==> config.mk <==
export PLATFORM = sky130hd
export DESIGN_NAME = pic_top
export DESIGN_NICKNAME = d
export VERILOG_FILES = /design/src/hdl/pic_pkg.sv /design/src/hdl/pic_cfg_if.sv /design/src/hdl/pic_top.sv /design/src/hdl/pic_prio_enc.sv /design/src/hdl/pic_edge_detect.sv /design/src/hdl/pic_regs.sv
export VERILOG_INCLUDE_DIRS = /design/src /design/src/hdl
export SDC_FILE = /design/constraint.sdc
export NUM_CORES = 2
export LEC_CHECK = 0
export BUFFER_PORTS_ARGS = -buffer_cell sky130_fd_sc_hd__buf_2
export CAP_MARGIN = 20
export CORE_ASPECT_RATIO = 0.8
export CORE_MARGIN = 5
export CORE_UTILIZATION = 30
export CTS_CLUSTER_DIAMETER = 80
export DETAILED_ROUTE_END_ITERATION = 10
export HOLD_SLACK_MARGIN = 0.02
export PLACE_DENSITY = 0.52
export SETUP_SLACK_MARGIN = 0.15
export SLEW_MARGIN = 20
export SYNTH_ARGS = -nofsm -noshare
export SYNTH_HDL_FRONTEND = slang
export SYNTH_SLANG_ARGS = --single-unit
export TNS_END_PERCENT = 50
==> constraint.sdc <==
create_clock -name clk -period 3.17 [get_ports clk]
set_clock_uncertainty 0.2 [all_clocks]
set_input_delay 0.317 -clock clk [delete_from_list [all_inputs] [get_ports clk]]
set_output_delay 0.317 -clock clk [all_outputs]
set_load 0.01 [all_outputs]
==> src/hdl/pic_config.svh <==
`ifndef PIC_CONFIG_SVH
`define PIC_CONFIG_SVH

// ==============================
// controller dimensions
// ==============================

// request lines, line 0 is the nmi
`define PIC_NUM_IRQ 32
// bits needed to index one line
`define PIC_IDX_W 5
// register byte address width
`define PIC_ADDR_W 8

// ==============================
// reset values
// ==============================

// request level of every line out of reset
`define PIC_RST_LEVEL 4'd8
// all lines come up edge sensitive
`define PIC_RST_EDGE_SEL 32'hffff_ffff

`endif
==> src/hdl/pic_pkg.sv <==
package pic_pkg;

	// ==============================
	// register map
	// ==============================

	// word offsets of the global registers, taken from addr[6:2]
	// addr[7] set selects the per-line control words instead
	typedef enum logic [4:0] {
		REG_STATUS   = 5'd0,
		REG_ENABLE   = 5'd1,
		REG_EN_CLR   = 5'd2,
		REG_EN_SET   = 5'd3,
		REG_EDGE_SEL = 5'd4,
		REG_EDGE_RST = 5'd5,
		REG_TRIGGER  = 5'd6
	} pic_reg_e;

	// bus slave state, one transfer in flight at most
	typedef enum logic {
		BUS_IDLE = 1'b0,
		BUS_RESP = 1'b1
	} pic_bus_state_e;

	// ==============================
	// per-line control word
	// ==============================

	// cause code, request level and target core of one line
	typedef struct packed {
		logic [7:0] cause;
		logic [3:0] level;
		logic [5:0] core;
	} pic_irq_ctl_t;

endpackage

==> src/hdl/pic_cfg_if.sv <==
`include "pic_config.svh"

interface pic_cfg_if;

	// programmed per-line enables
	logic [`PIC_NUM_IRQ-1:0] enable;
	// per-line edge select, set means edge sensitive
	logic [`PIC_NUM_IRQ-1:0] edge_sel;
	// one-cycle software trigger pulses
	logic [`PIC_NUM_IRQ-1:0] trig;
	// one-cycle edge latch clear pulses
	logic [`PIC_NUM_IRQ-1:0] edge_rst;
	// control word of every line
	pic_pkg::pic_irq_ctl_t ctl [`PIC_NUM_IRQ];
	// current winning line, 0 when nothing pending
	logic [`PIC_IDX_W-1:0] winner;

	// register block owns the configuration
	modport regs (
		output enable, edge_sel, trig, edge_rst, ctl,
		input  winner
	);

	// edge latches only see the pulses
	modport edge_det (
		input trig, edge_rst
	);

	// encoder reads config and publishes the winner
	modport enc (
		input  enable, edge_sel, ctl,
		output winner
	);

endinterface

==> src/hdl/pic_top.sv <==
`include "pic_config.svh"

module pic_top (
	input  logic                    clk,
	input  logic                    rst_i,
	// request channel
	input  logic                    req_valid_i,
	output logic                    req_ready_o,
	input  logic                    req_write_i,
	input  logic [`PIC_ADDR_W-1:0]  req_addr_i,
	input  logic [31:0]             req_wdata_i,
	// response channel
	output logic                    rsp_valid_o,
	output logic [31:0]             rsp_rdata_o,
	input  logic                    rsp_ready_i,
	// request lines, bit 0 is nmi
	input  logic [`PIC_NUM_IRQ-1:0] irq_i,
	// to the processor
	output logic [3:0]              irq_level_o,
	output logic [7:0]              cause_o,
	output logic [5:0]              core_o,
	output logic                    nmi_o
);

	// edge latches toward the encoder
	logic [`PIC_NUM_IRQ-1:0] pending;

	// configuration and winner shared by the three blocks
	pic_cfg_if cfg_if ();

	// ==============================
	// blocks
	// ==============================

	// bus slave and register file
	pic_regs u_regs (
		.clk         (clk),
		.rst_i       (rst_i),
		.req_valid_i (req_valid_i),
		.req_ready_o (req_ready_o),
		.req_write_i (req_write_i),
		.req_addr_i  (req_addr_i),
		.req_wdata_i (req_wdata_i),
		.rsp_valid_o (rsp_valid_o),
		.rsp_rdata_o (rsp_rdata_o),
		.rsp_ready_i (rsp_ready_i),
		.cfg         (cfg_if)
	);

	pic_edge_detect u_edge (
		.clk           (clk),
		.irq_i         (irq_i),
		.cfg           (cfg_if),
		.pending_raw_o (pending)
	);

	// winner pick and registered outputs
	pic_prio_enc u_enc (
		.clk          (clk),
		.rst_i        (rst_i),
		.irq_i        (irq_i),
		.edge_latch_i (pending),
		.cfg          (cfg_if),
		.irq_level_o  (irq_level_o),
		.cause_o      (cause_o),
		.core_o       (core_o),
		.nmi_o        (nmi_o)
	);

endmodule

==> src/hdl/pic_prio_enc.sv <==
`include "pic_config.svh"

module pic_prio_enc (
	input  logic                    clk,
	input  logic                    rst_i,
	input  logic [`PIC_NUM_IRQ-1:0] irq_i,
	input  logic [`PIC_NUM_IRQ-1:0] edge_latch_i,
	pic_cfg_if.enc                  cfg,
	output logic [3:0]              irq_level_o,
	output logic [7:0]              cause_o,
	output logic [5:0]              core_o,
	output logic                    nmi_o
);

	logic [`PIC_NUM_IRQ-1:0] pending;
	logic [`PIC_IDX_W-1:0] winner_d;
	pic_pkg::pic_irq_ctl_t win_ctl;

	// ==============================
	// priority select
	// ==============================

	// edge lines use the latch, level lines the raw input
	assign pending = (cfg.edge_sel & edge_latch_i) | (~cfg.edge_sel & irq_i);

	// scan downward so the lowest pending line is left standing
	always_comb
	begin
		winner_d = '0;
		for (int n = `PIC_NUM_IRQ - 1; n > 0; n--)
		begin
			if (pending[n])
				winner_d = `PIC_IDX_W'(n);
		end
	end

	// enable does not take part in the choice
	always_ff @(posedge clk)
	begin
		if (rst_i)
			cfg.winner <= '0;
		else
			cfg.winner <= winner_d;
	end

	// ==============================
	// output stage
	// ==============================

	assign win_ctl = cfg.ctl[cfg.winner];

	always_ff @(posedge clk)
	begin
		if (rst_i || cfg.winner == '0)
		begin
			irq_level_o <= '0;
			cause_o <= '0;
			core_o <= '0;
		end
		else
		begin
			// a disabled winner still shows its cause, only the level is masked
			irq_level_o <= win_ctl.level & {4{cfg.enable[cfg.winner]}};
			cause_o <= win_ctl.cause;
			core_o <= win_ctl.core;
		end
	end

	// nmi just passes its enable, one cycle late
	always_ff @(posedge clk)
	begin
		if (rst_i)
			nmi_o <= 1'b0;
		else
			nmi_o <= irq_i[0] & cfg.enable[0];
	end

endmodule

==> src/hdl/pic_edge_detect.sv <==
`include "pic_config.svh"

module pic_edge_detect (
	input  logic                    clk,
	input  logic [`PIC_NUM_IRQ-1:0] irq_i,
	pic_cfg_if.edge_det             cfg,
	output logic [`PIC_NUM_IRQ-1:0] pending_raw_o
);

	// line 0 is the nmi and never goes through a latch
	logic [`PIC_NUM_IRQ-1:1] irq_q;
	logic [`PIC_NUM_IRQ-1:1] latch_q;

	// ==============================
	// input history
	// ==============================

	// previous input value, compared against the live input
	always_ff @(posedge clk)
	begin
		irq_q <= irq_i[`PIC_NUM_IRQ-1:1];
	end

	// ==============================
	// edge latches
	// ==============================

	always_ff @(posedge clk)
	begin
		for (int n = 1; n < `PIC_NUM_IRQ; n++)
		begin
			// clear wins over a simultaneous edge or trigger
			if (cfg.edge_rst[n])
				latch_q[n] <= 1'b0;
			else if (cfg.trig[n] || (irq_i[n] && !irq_q[n]))
				latch_q[n] <= 1'b1;
		end
	end

	// bit 0 stays low, nmi has its own path
	assign pending_raw_o = {latch_q, 1'b0};

endmodule

==> src/hdl/pic_regs.sv <==
`include "pic_config.svh"

module pic_regs (
	input  logic                   clk,
	input  logic                   rst_i,
	input  logic                   req_valid_i,
	output logic                   req_ready_o,
	input  logic                   req_write_i,
	input  logic [`PIC_ADDR_W-1:0] req_addr_i,
	input  logic [31:0]            req_wdata_i,
	output logic                   rsp_valid_o,
	output logic [31:0]            rsp_rdata_o,
	input  logic                   rsp_ready_i,
	pic_cfg_if.regs                cfg
);

	pic_pkg::pic_bus_state_e state_q;
	logic accept;
	logic ctl_sel;
	logic [`PIC_IDX_W-1:0] addr_idx;
	logic [`PIC_IDX_W-1:0] data_idx;
	pic_pkg::pic_reg_e reg_off;
	pic_pkg::pic_irq_ctl_t rd_ctl;
	logic [31:0] rd_data;

	// ==============================
	// handshake
	// ==============================

	// ready only while idle, so a single request is ever outstanding
	assign req_ready_o = (state_q == pic_pkg::BUS_IDLE);
	assign rsp_valid_o = (state_q == pic_pkg::BUS_RESP);
	assign accept = req_valid_i && req_ready_o;

	always_ff @(posedge clk)
	begin
		if (rst_i)
			state_q <= pic_pkg::BUS_IDLE;
		else
		begin
			case (state_q)
				pic_pkg::BUS_IDLE:
					if (accept)
						state_q <= pic_pkg::BUS_RESP;
				pic_pkg::BUS_RESP:
					// response holds until the master takes it
					if (rsp_ready_i)
						state_q <= pic_pkg::BUS_IDLE;
				default:
					state_q <= pic_pkg::BUS_IDLE;
			endcase
		end
	end

	// ==============================
	// address decode
	// ==============================

	// addr[7] picks the control word region
	assign ctl_sel = req_addr_i[7];
	assign addr_idx = req_addr_i[`PIC_IDX_W+1:2];
	// set / clear / reset / trigger name a line in the low data bits
	assign data_idx = req_wdata_i[`PIC_IDX_W-1:0];
	assign reg_off = pic_pkg::pic_reg_e'(req_addr_i[6:2]);
	assign rd_ctl = cfg.ctl[addr_idx];

	// read mux, writes always answer with zero
	always_comb
	begin
		rd_data = '0;
		if (!req_write_i)
		begin
			if (ctl_sel)
				rd_data = {2'b00, rd_ctl.core, 6'b000000, cfg.edge_sel[addr_idx],
					cfg.enable[addr_idx], 4'b0000, rd_ctl.level, rd_ctl.cause};
			else if (reg_off == pic_pkg::REG_STATUS)
				rd_data = {24'h000000, cfg.ctl[cfg.winner].cause};
			else
				rd_data = cfg.enable;
		end
	end

	// response data is captured on the accepting edge and held after
	always_ff @(posedge clk)
	begin
		if (rst_i)
			rsp_rdata_o <= '0;
		else if (accept)
			rsp_rdata_o <= rd_data;
	end

	// ==============================
	// register writes
	// ==============================

	always_ff @(posedge clk)
	begin
		if (rst_i)
		begin
			cfg.enable <= '0;
			cfg.edge_sel <= `PIC_RST_EDGE_SEL;
			cfg.trig <= '0;
			// keep every edge latch cleared for as long as reset lasts
			cfg.edge_rst <= '1;
			for (int n = 0; n < `PIC_NUM_IRQ; n++)
			begin
				cfg.ctl[n].cause <= '0;
				cfg.ctl[n].level <= `PIC_RST_LEVEL;
				cfg.ctl[n].core <= '0;
			end
		end
		else
		begin
			// pulses last a single cycle
			cfg.trig <= '0;
			cfg.edge_rst <= '0;
			if (accept && req_write_i)
			begin
				if (ctl_sel)
				begin
					// control word also carries enable and edge select
					cfg.ctl[addr_idx].cause <= req_wdata_i[7:0];
					cfg.ctl[addr_idx].level <= req_wdata_i[11:8];
					cfg.ctl[addr_idx].core <= req_wdata_i[29:24];
					cfg.enable[addr_idx] <= req_wdata_i[16];
					cfg.edge_sel[addr_idx] <= req_wdata_i[17];
				end
				else
				begin
					case (reg_off)
						pic_pkg::REG_ENABLE:   cfg.enable <= req_wdata_i;
						pic_pkg::REG_EN_CLR:   cfg.enable[data_idx] <= 1'b0;
						pic_pkg::REG_EN_SET:   cfg.enable[data_idx] <= 1'b1;
						pic_pkg::REG_EDGE_SEL: cfg.edge_sel <= req_wdata_i;
						pic_pkg::REG_EDGE_RST: cfg.edge_rst[data_idx] <= 1'b1;
						pic_pkg::REG_TRIGGER:  cfg.trig[data_idx] <= 1'b1;
						// status and unused offsets ignore writes
						default: ;
					endcase
				end
			end
		end
	end

endmodule

* After elaboration in Yosys (flattened, before gate mapping) *
Cells that the tools add are included.

word-level totals
  register bits = 823
  input bits = 77
  logic and storage cells = 353

operators by class
  $lt $le $gt $ge = 8
  equality and inequality tests = 6
  mux-type cells = 71
  bitwise logic cells = 14
  reductions and logical operators = 111

operators with widths
  kind                                                  number
  bitwise mux 576 bit                                   3
  2-to-1 mux 32 bit                                     9
  demux 18 bit (select 5 bit)                           3
  binary-select mux 18 bit (select 5 bit)               2
  bitwise AND 32 bit                                    3
  one-hot mux 32 bit (3 select lines)                   1
  2-to-1 mux 18 bit                                     5
  2-to-1 mux 5 bit                                      16
  bitwise mux 32 bit                                    2
  inverter 32 bit                                       2
  OR 32 bit                                             2
  logical AND 1 bit                                     36
  logical OR 1 bit                                      32
  2-to-1 mux 4 bit                                      8
  logical NOT 1 bit                                     31
  < comparator 5 x 6 -> 1 bit (second input constant)   3
  OR reduction 16 bit                                   1
  binary-select mux 1 bit (select 5 bit)                3
  equality test 5 x 3 -> 1 bit (second input constant)  3
  >= comparator 6 bit (second input constant)           2
  2-to-1 mux 3 bit                                      4
  inverter 5 -> 6 bit                                   2
  demux 1 bit (select 5 bit)                            2
  equality test 5 x 2 -> 1 bit (second input constant)  2
  other kinds (18)                                      33

* Depth between registers and ports, before layout *
  depth in word-level cells = 34
  depth in mapped cells = 11
  gate-level depth less buffers = 6

* By module *
Synthesis repeated with hierarchy kept, for this count alone.

unflattened totals
  cell total of the unflattened synthesis = 4735
  area, all modules = 42428.2 um^2

modules (own cells, without submodules)
  module           times used  cells each  area each (um^2)
  pic_regs         1           4020        34451.8
  pic_prio_enc     1           558         6258.5
  pic_edge_detect  1           157         1717.9

* Worst setup path before layout *
Ideal clock, no wire load.

  path kind = register -> register
  from = register u_enc.cfg.winner[0]
  to = register u_enc.irq_level_o[2]
  setup time = 0.120 ns
  arrival = 1.940 ns
  data required time = 2.850 ns
  slack = 0.911 ns
  cell stages (with the launch flop) = 7
  period minus slack after synthesis = 2.259 ns
  cell sequence = dfxtp_1 buf_6 buf_2 mux4_2 mux4_2 inv_1 o22ai_2

on the way
  longest elaborated chain between the ends = 5
  elaborated cells on any way between the ends = 9

ends and longest elaborated chain
  item                                                   line                source
  start: declaration                                     pic_cfg_if.sv:32    output winner
  start signal: assignment                               pic_prio_enc.sv:43  cfg.winner <= winner_d;
  inverter 5 -> 6 bit (implied by the code)              pic_prio_enc.sv:50  assign win_ctl = cfg.ctl[cfg.winner];
  binary-select mux 18 bit (select 5 bit)                pic_prio_enc.sv:50
  2-to-1 mux 18 bit (implied by the code) (2 in series)  pic_prio_enc.sv:50
  bitwise AND 4 bit                                      pic_prio_enc.sv:63  irq_level_o <= win_ctl.level & {4{cfg.enable[cfg.winner]}};
  end signal: assignment                                 pic_prio_enc.sv:63
  end: declaration                                       pic_prio_enc.sv:9   output logic [3:0] irq_level_o,

Several ways; a longest one is shown, not always the timed one. The select of a mux whose other input is x is not followed.
A chain may end at the register's enable or synchronous reset.

* Final worst setup path *
  from = register u_enc.cfg.winner[1]
  to = register u_enc.cause_o[5]

on the way
  longest elaborated chain between the ends = 4
  elaborated cells on any way between the ends = 6

ends and longest elaborated chain
  item                                                   line                source
  inverter 5 -> 6 bit (implied by the code)              pic_prio_enc.sv:50
  binary-select mux 18 bit (select 5 bit)                pic_prio_enc.sv:50
  2-to-1 mux 18 bit (implied by the code) (2 in series)  pic_prio_enc.sv:50
  end signal: assignment                                 pic_prio_enc.sv:64  cause_o <= win_ctl.cause;
  end: declaration                                       pic_prio_enc.sv:10  output logic [7:0] cause_o,

Several ways; a longest one is shown, not always the timed one. The select of a mux whose other input is x is not followed.

==> reports/qor.log <==
[layout] most frequent cells in the layout 1341 x sky130_fd_sc_hd__nand2_1, 816 x sky130_fd_sc_hd__dfxtp_1, 674 x sky130_fd_sc_hd__a21oi_1, 247 x sky130_fd_sc_hd__mux4_2, 202 x sky130_fd_sc_hd__buf_4
[grt] antenna violations before repair 4
[logic_synthesis] proportion of synthesized chip area in sequential cells 40.2%
[worst_setup_path] kind of capture point of the worst setup path flop
[layout] fraction of final layout cells sized beyond drive strength 1 18.5%
[layout] layout net count 4809
[pwr] reported leakage power 16.6 nW
[layout] Layout Area Growth over Synthesis 17.5%
[placed_design] placed cell area 0.0440 mm2
[grt] global-route usage over all layers 23.1%
[placed_design] post-detailed-placement half-perimeter wirelength 117000 um
[logic_synthesis] post-synthesis instance total 4606
[worst_setup_path] number of buffers and inverters on the critical path 3
[pwr] power density of the placed cells 529 mW/mm2
[die] number of primary I/O pins 130
[grt] first-pass GRT wire length 248000 um
[layout] core utilization of the finished layout 35.4%
[clock_network] post_cts resized 0
[die] initial cell density of the core 30.1%
[worst_setup_path] depth of the worst register-to-register path 9
[grt] gr busiest metal met2
[routing] final routed DRC violation total 0
[logic_synthesis] cell type with the largest total area after synthesis sky130_fd_sc_hd__dfxtp_1
[timing] Final Setup Violations 0
[grt] global-route met2 utilization 35.1%
[clock_network] Clock transition at path regs 0.06 ns
[timing] Slew @ Worst Pin 0.974 ns
[clock_network] clock tree root buffer cell sky130_fd_sc_hd__clkbuf_16
[routing] total via count after detailed routing 37400
[worst_setup_path] path length in cells of the critical path 9
[clock_network] clock sink count 821
[worst_setup_path] Setup CP Type flop to flop
[clock_network] clock tree from TritonCTS yes
[status] outcome completed
[die] Die X 423 um
[logic_synthesis] Async SR Flop Fraction 0%
[worst_setup_path] launch point of the worst path u_enc.cfg.winner[1]
[timing] Slew headroom 34.9%
[job] count of maximum capacitance violations 0
[grt] GR Overflow Total 0
[timing] time the final worst path needs with I/O delays and setup 2.83 ns
[routing] number of routed nets with antenna violations 0
[die] Core Region 0.136 mm2
[worst_setup_path] worst path cell trace buf_12 -> nand2b_2 -> buf_12 -> o221ai_1 -> o22ai_1 -> nor3_1 -> a21oi_1 -> nor2_1 -> buf_4
[logic_synthesis] post-synthesis sequential element count 821
[timing] setup repair after global routing missed its margin no
[routing] Iter 0 DRT Violations 4815
[grt] maximum number of pins on one net before global-route repair 167
[routing] aggregate routed wire length 173000 um
[grt] met3 demand-to-capacity share in global routing 5.65%
[timing] highest clock frequency the design can meet 354 MHz
[logic_synthesis] library cells used by synthesis 84
[routing] via density per instance 5.67
[placed_design] DP Worst Slack 0.172 ns
[timing] Worst Setup Slack, final 0.345 ns
[worst_setup_path] worst reg2reg setup slack 0.34 ns
[clock_network] clock latency on the worst-skew pair 0.69 ns
[clock_network] H-tree depth 3
[clock_network] number of buffers created by CTS 93
[worst_setup_path] end point of the critical path u_enc.cause_o[5]
[timing] final hold violation count 0
[logic_synthesis] count of flip-flops with a built-in enable after synthesis 0
[timing] final period utilization 89.1%
[worst_setup_path] signal arrival time at the worst endpoint 3.25 ns
[worst_hold_path] path type of the worst min-delay path primary input to flop
[die] die outline height 340 um
[die] num rows 121
[worst_setup_path] CP max stage cell sky130_fd_sc_hd__dfxtp_4
[logic_synthesis] Yosys top cell area share 40.2%
[worst_setup_path] source of the worst register-to-register timing path u_enc.cfg.winner[1]
[worst_setup_path] crit-path max cell delay 0.54 ns
[pwr] peak supply drop 0.466 mV
[timing] TNS Setup 0 ns
[logic_synthesis] Top FF cell, synth sky130_fd_sc_hd__dfxtp_1
[logic_synthesis] Syn Std Cell Area 0.0409 mm2
[placed_design] Post-Place Cells 6350
[die] total die area 0.144 mm2
[routing] first-pass iteration count of the detailed router 8
[routing] post-DR wirelength/cell 26.3 um
[placed_design] number of buffers added on ports 127
[logic_synthesis] number of warnings printed during yosys synthesis 0
[logic_synthesis] net count after synthesis 4683
[worst_setup_path] worst flop-to-flop path endpoint u_enc.cause_o[5]
[grt] via count of the first global-routing pass 34500
[worst_setup_path] Critical Path Start Type flop
[grt] global routing usage on met1 31.9%
[worst_setup_path] data required time of the worst path 3.60 ns
[placed_design] GPL Wtd Cong 0.971
[layout] most common library cell in the layout ignoring fill and taps sky130_fd_sc_hd__nand2_1
[clock_network] setup repair bufs after CTS 0
[timing] total count of max-transition violations in the final report 0
[layout] fin cells 6586
[logic_synthesis] synth top area cells sky130_fd_sc_hd__dfxtp_1 40%, sky130_fd_sc_hd__mux4_2 14%, sky130_fd_sc_hd__nand2_1 12%
[logic_synthesis] syn avg cell area 8.87 um2
[layout] final cell area excluding filler cells 0.0480 mm2
[clock_network] maximum clock path buffer count 3
[worst_setup_path] critical path's most frequent cell sky130_fd_sc_hd__buf_12
[worst_setup_path] maximum net fanout on the critical path 32
[worst_setup_path] gate family responsible for the most delay along the worst path simple AND/OR/NAND/NOR gates
-- cell usage after synthesis, drive strengths merged (3+ instances only) --
library cell and number:
and2 10, nor2b 12, o21a 3, or4 3, a222oi 20, clkbuf 236, o221ai 37, nand2b 42
o31ai 16, dfxtp 821, or2 4, o32ai 6, mux4 266, nand3b 3, o22ai 75, nor4 5
o2111ai 3, o21ai 44, nor3b 9, or3 7, mux2 44, nand3 27, nor2 199, inv 50
o211a 4, a221o 30, and3 8, a311oi 28, nand2 1356, a211o 4, nand4bb 3, o211ai 40
a22oi 46, buf 173, nand4 15, a31oi 12, mux2i 179, or2b 3, a211oi 27, nor3 42
a21oi 674
-- layout make-up --
class / count / area, um2
Sequential cell: 821 / 16400
Clock buffer: 128 / 2740
Multi-Input combinational cell: 3324 / 22100
Clock inverter: 37 / 594
Timing Repair Buffer: 442 / 3750
Antenna cell: 1 / 2.50
Inverter: 50 / 188
Tap cell: 1783 / 2230
Fill cell: 13900 / 87600
-- worst min-delay path by stage --
| stage | to | startpoint | cells past startpoint |
|---|---|---|---|
| 4_1_cts | u_edge.irq_q[19] | irq_i[19] | 2 |
| 6_report | u_edge.irq_q[19] | irq_i[19] | 2 |
| 2_1_floorplan | u_edge.irq_q[10] | irq_i[10] | 0 |
| 3_5_place_dp | u_edge.latch_q[16] | u_regs.cfg.edge_rst[16] | 1 |
| 5_1_grt | u_edge.irq_q[19] | irq_i[19] | 2 |
| 3_3_place_gp | u_edge.latch_q[29] | u_regs.cfg.edge_rst[29] | 1 |
-- power breakdown --
| part | internal, W | switching (W) | total [W] |
|---|---|---|---|
| registers | 0.0104 | 0.000152 | 0.0106 |
| clock network | 0.00725 | 0.00465 | 0.0119 |
| logic | 0.00104 | 0.00186 | 0.00290 |
| total | 0.0187 | 0.00666 | 0.0254 |
-- what timing repair did --
| item | CTS | global route |
|---|---|---|
| hold endpoints to repair | 272 | 0 |
| hold buffers | 70 | 0 |
| endpoints found under the setup margin | 0 | 0 |
-- state kept, by name, summed over array words and instances, names as in the netlist --
name	cells
u_regs.cfg.edge_rst	31
u_regs.rsp_valid_o	1
u_edge.irq_q	31
u_enc.irq_level_o	4
u_regs.cfg.edge_sel	32
u_enc.nmi_o	1
u_regs.cfg.enable	32
u_enc.cause_o	8
u_edge.latch_q	31
u_enc.cfg.winner	5
u_regs.rsp_rdata_o	32
u_regs.cfg.trig	31
u_enc.core_o	6
u_regs.cfg.ctl	576
-- per-stage QoR --
stage	total power (W)	hold slack, ns
after floorplan	0.0125	0.145
after global placement	0.0136	0.166
after detailed placement	0.0136	0.169
after CTS	0.0255	0.0608
after global routing	0.0260	0.100
final	0.0254	0.102
-- worst register-to-register path, delay by kind of cell, from the launching register on --
family,cells,cell delay [ns]
buffers and inverters,3,0.65
AND/OR/NAND/NOR,3,0.72
AO/OA/AOI/OAI,3,0.65
flip-flops,1,0.54
-- cell families after synthesis --
family                 after synthesis  share of synthesized area [%]
multiplexers                       489                           20.4
AO/OA/AOI/OAI                     1081                           15.9
AND/OR/NAND/NOR                   1754                           17.6
buffers and inverters              461                           5.85
flip-flops                         821                           40.2
-- routing by layer --
| layer | share of wire, % | routed length (um) |
|---|---|---|
| met3 | 11 | 19200 |
| met4 | 4.2 | 7330 |
| met1 | 41 | 71200 |
| met2 | 43 | 75200 |
| met5 | 0 | 0 |
No activity file was read; power rests on OpenSTA's default activity.
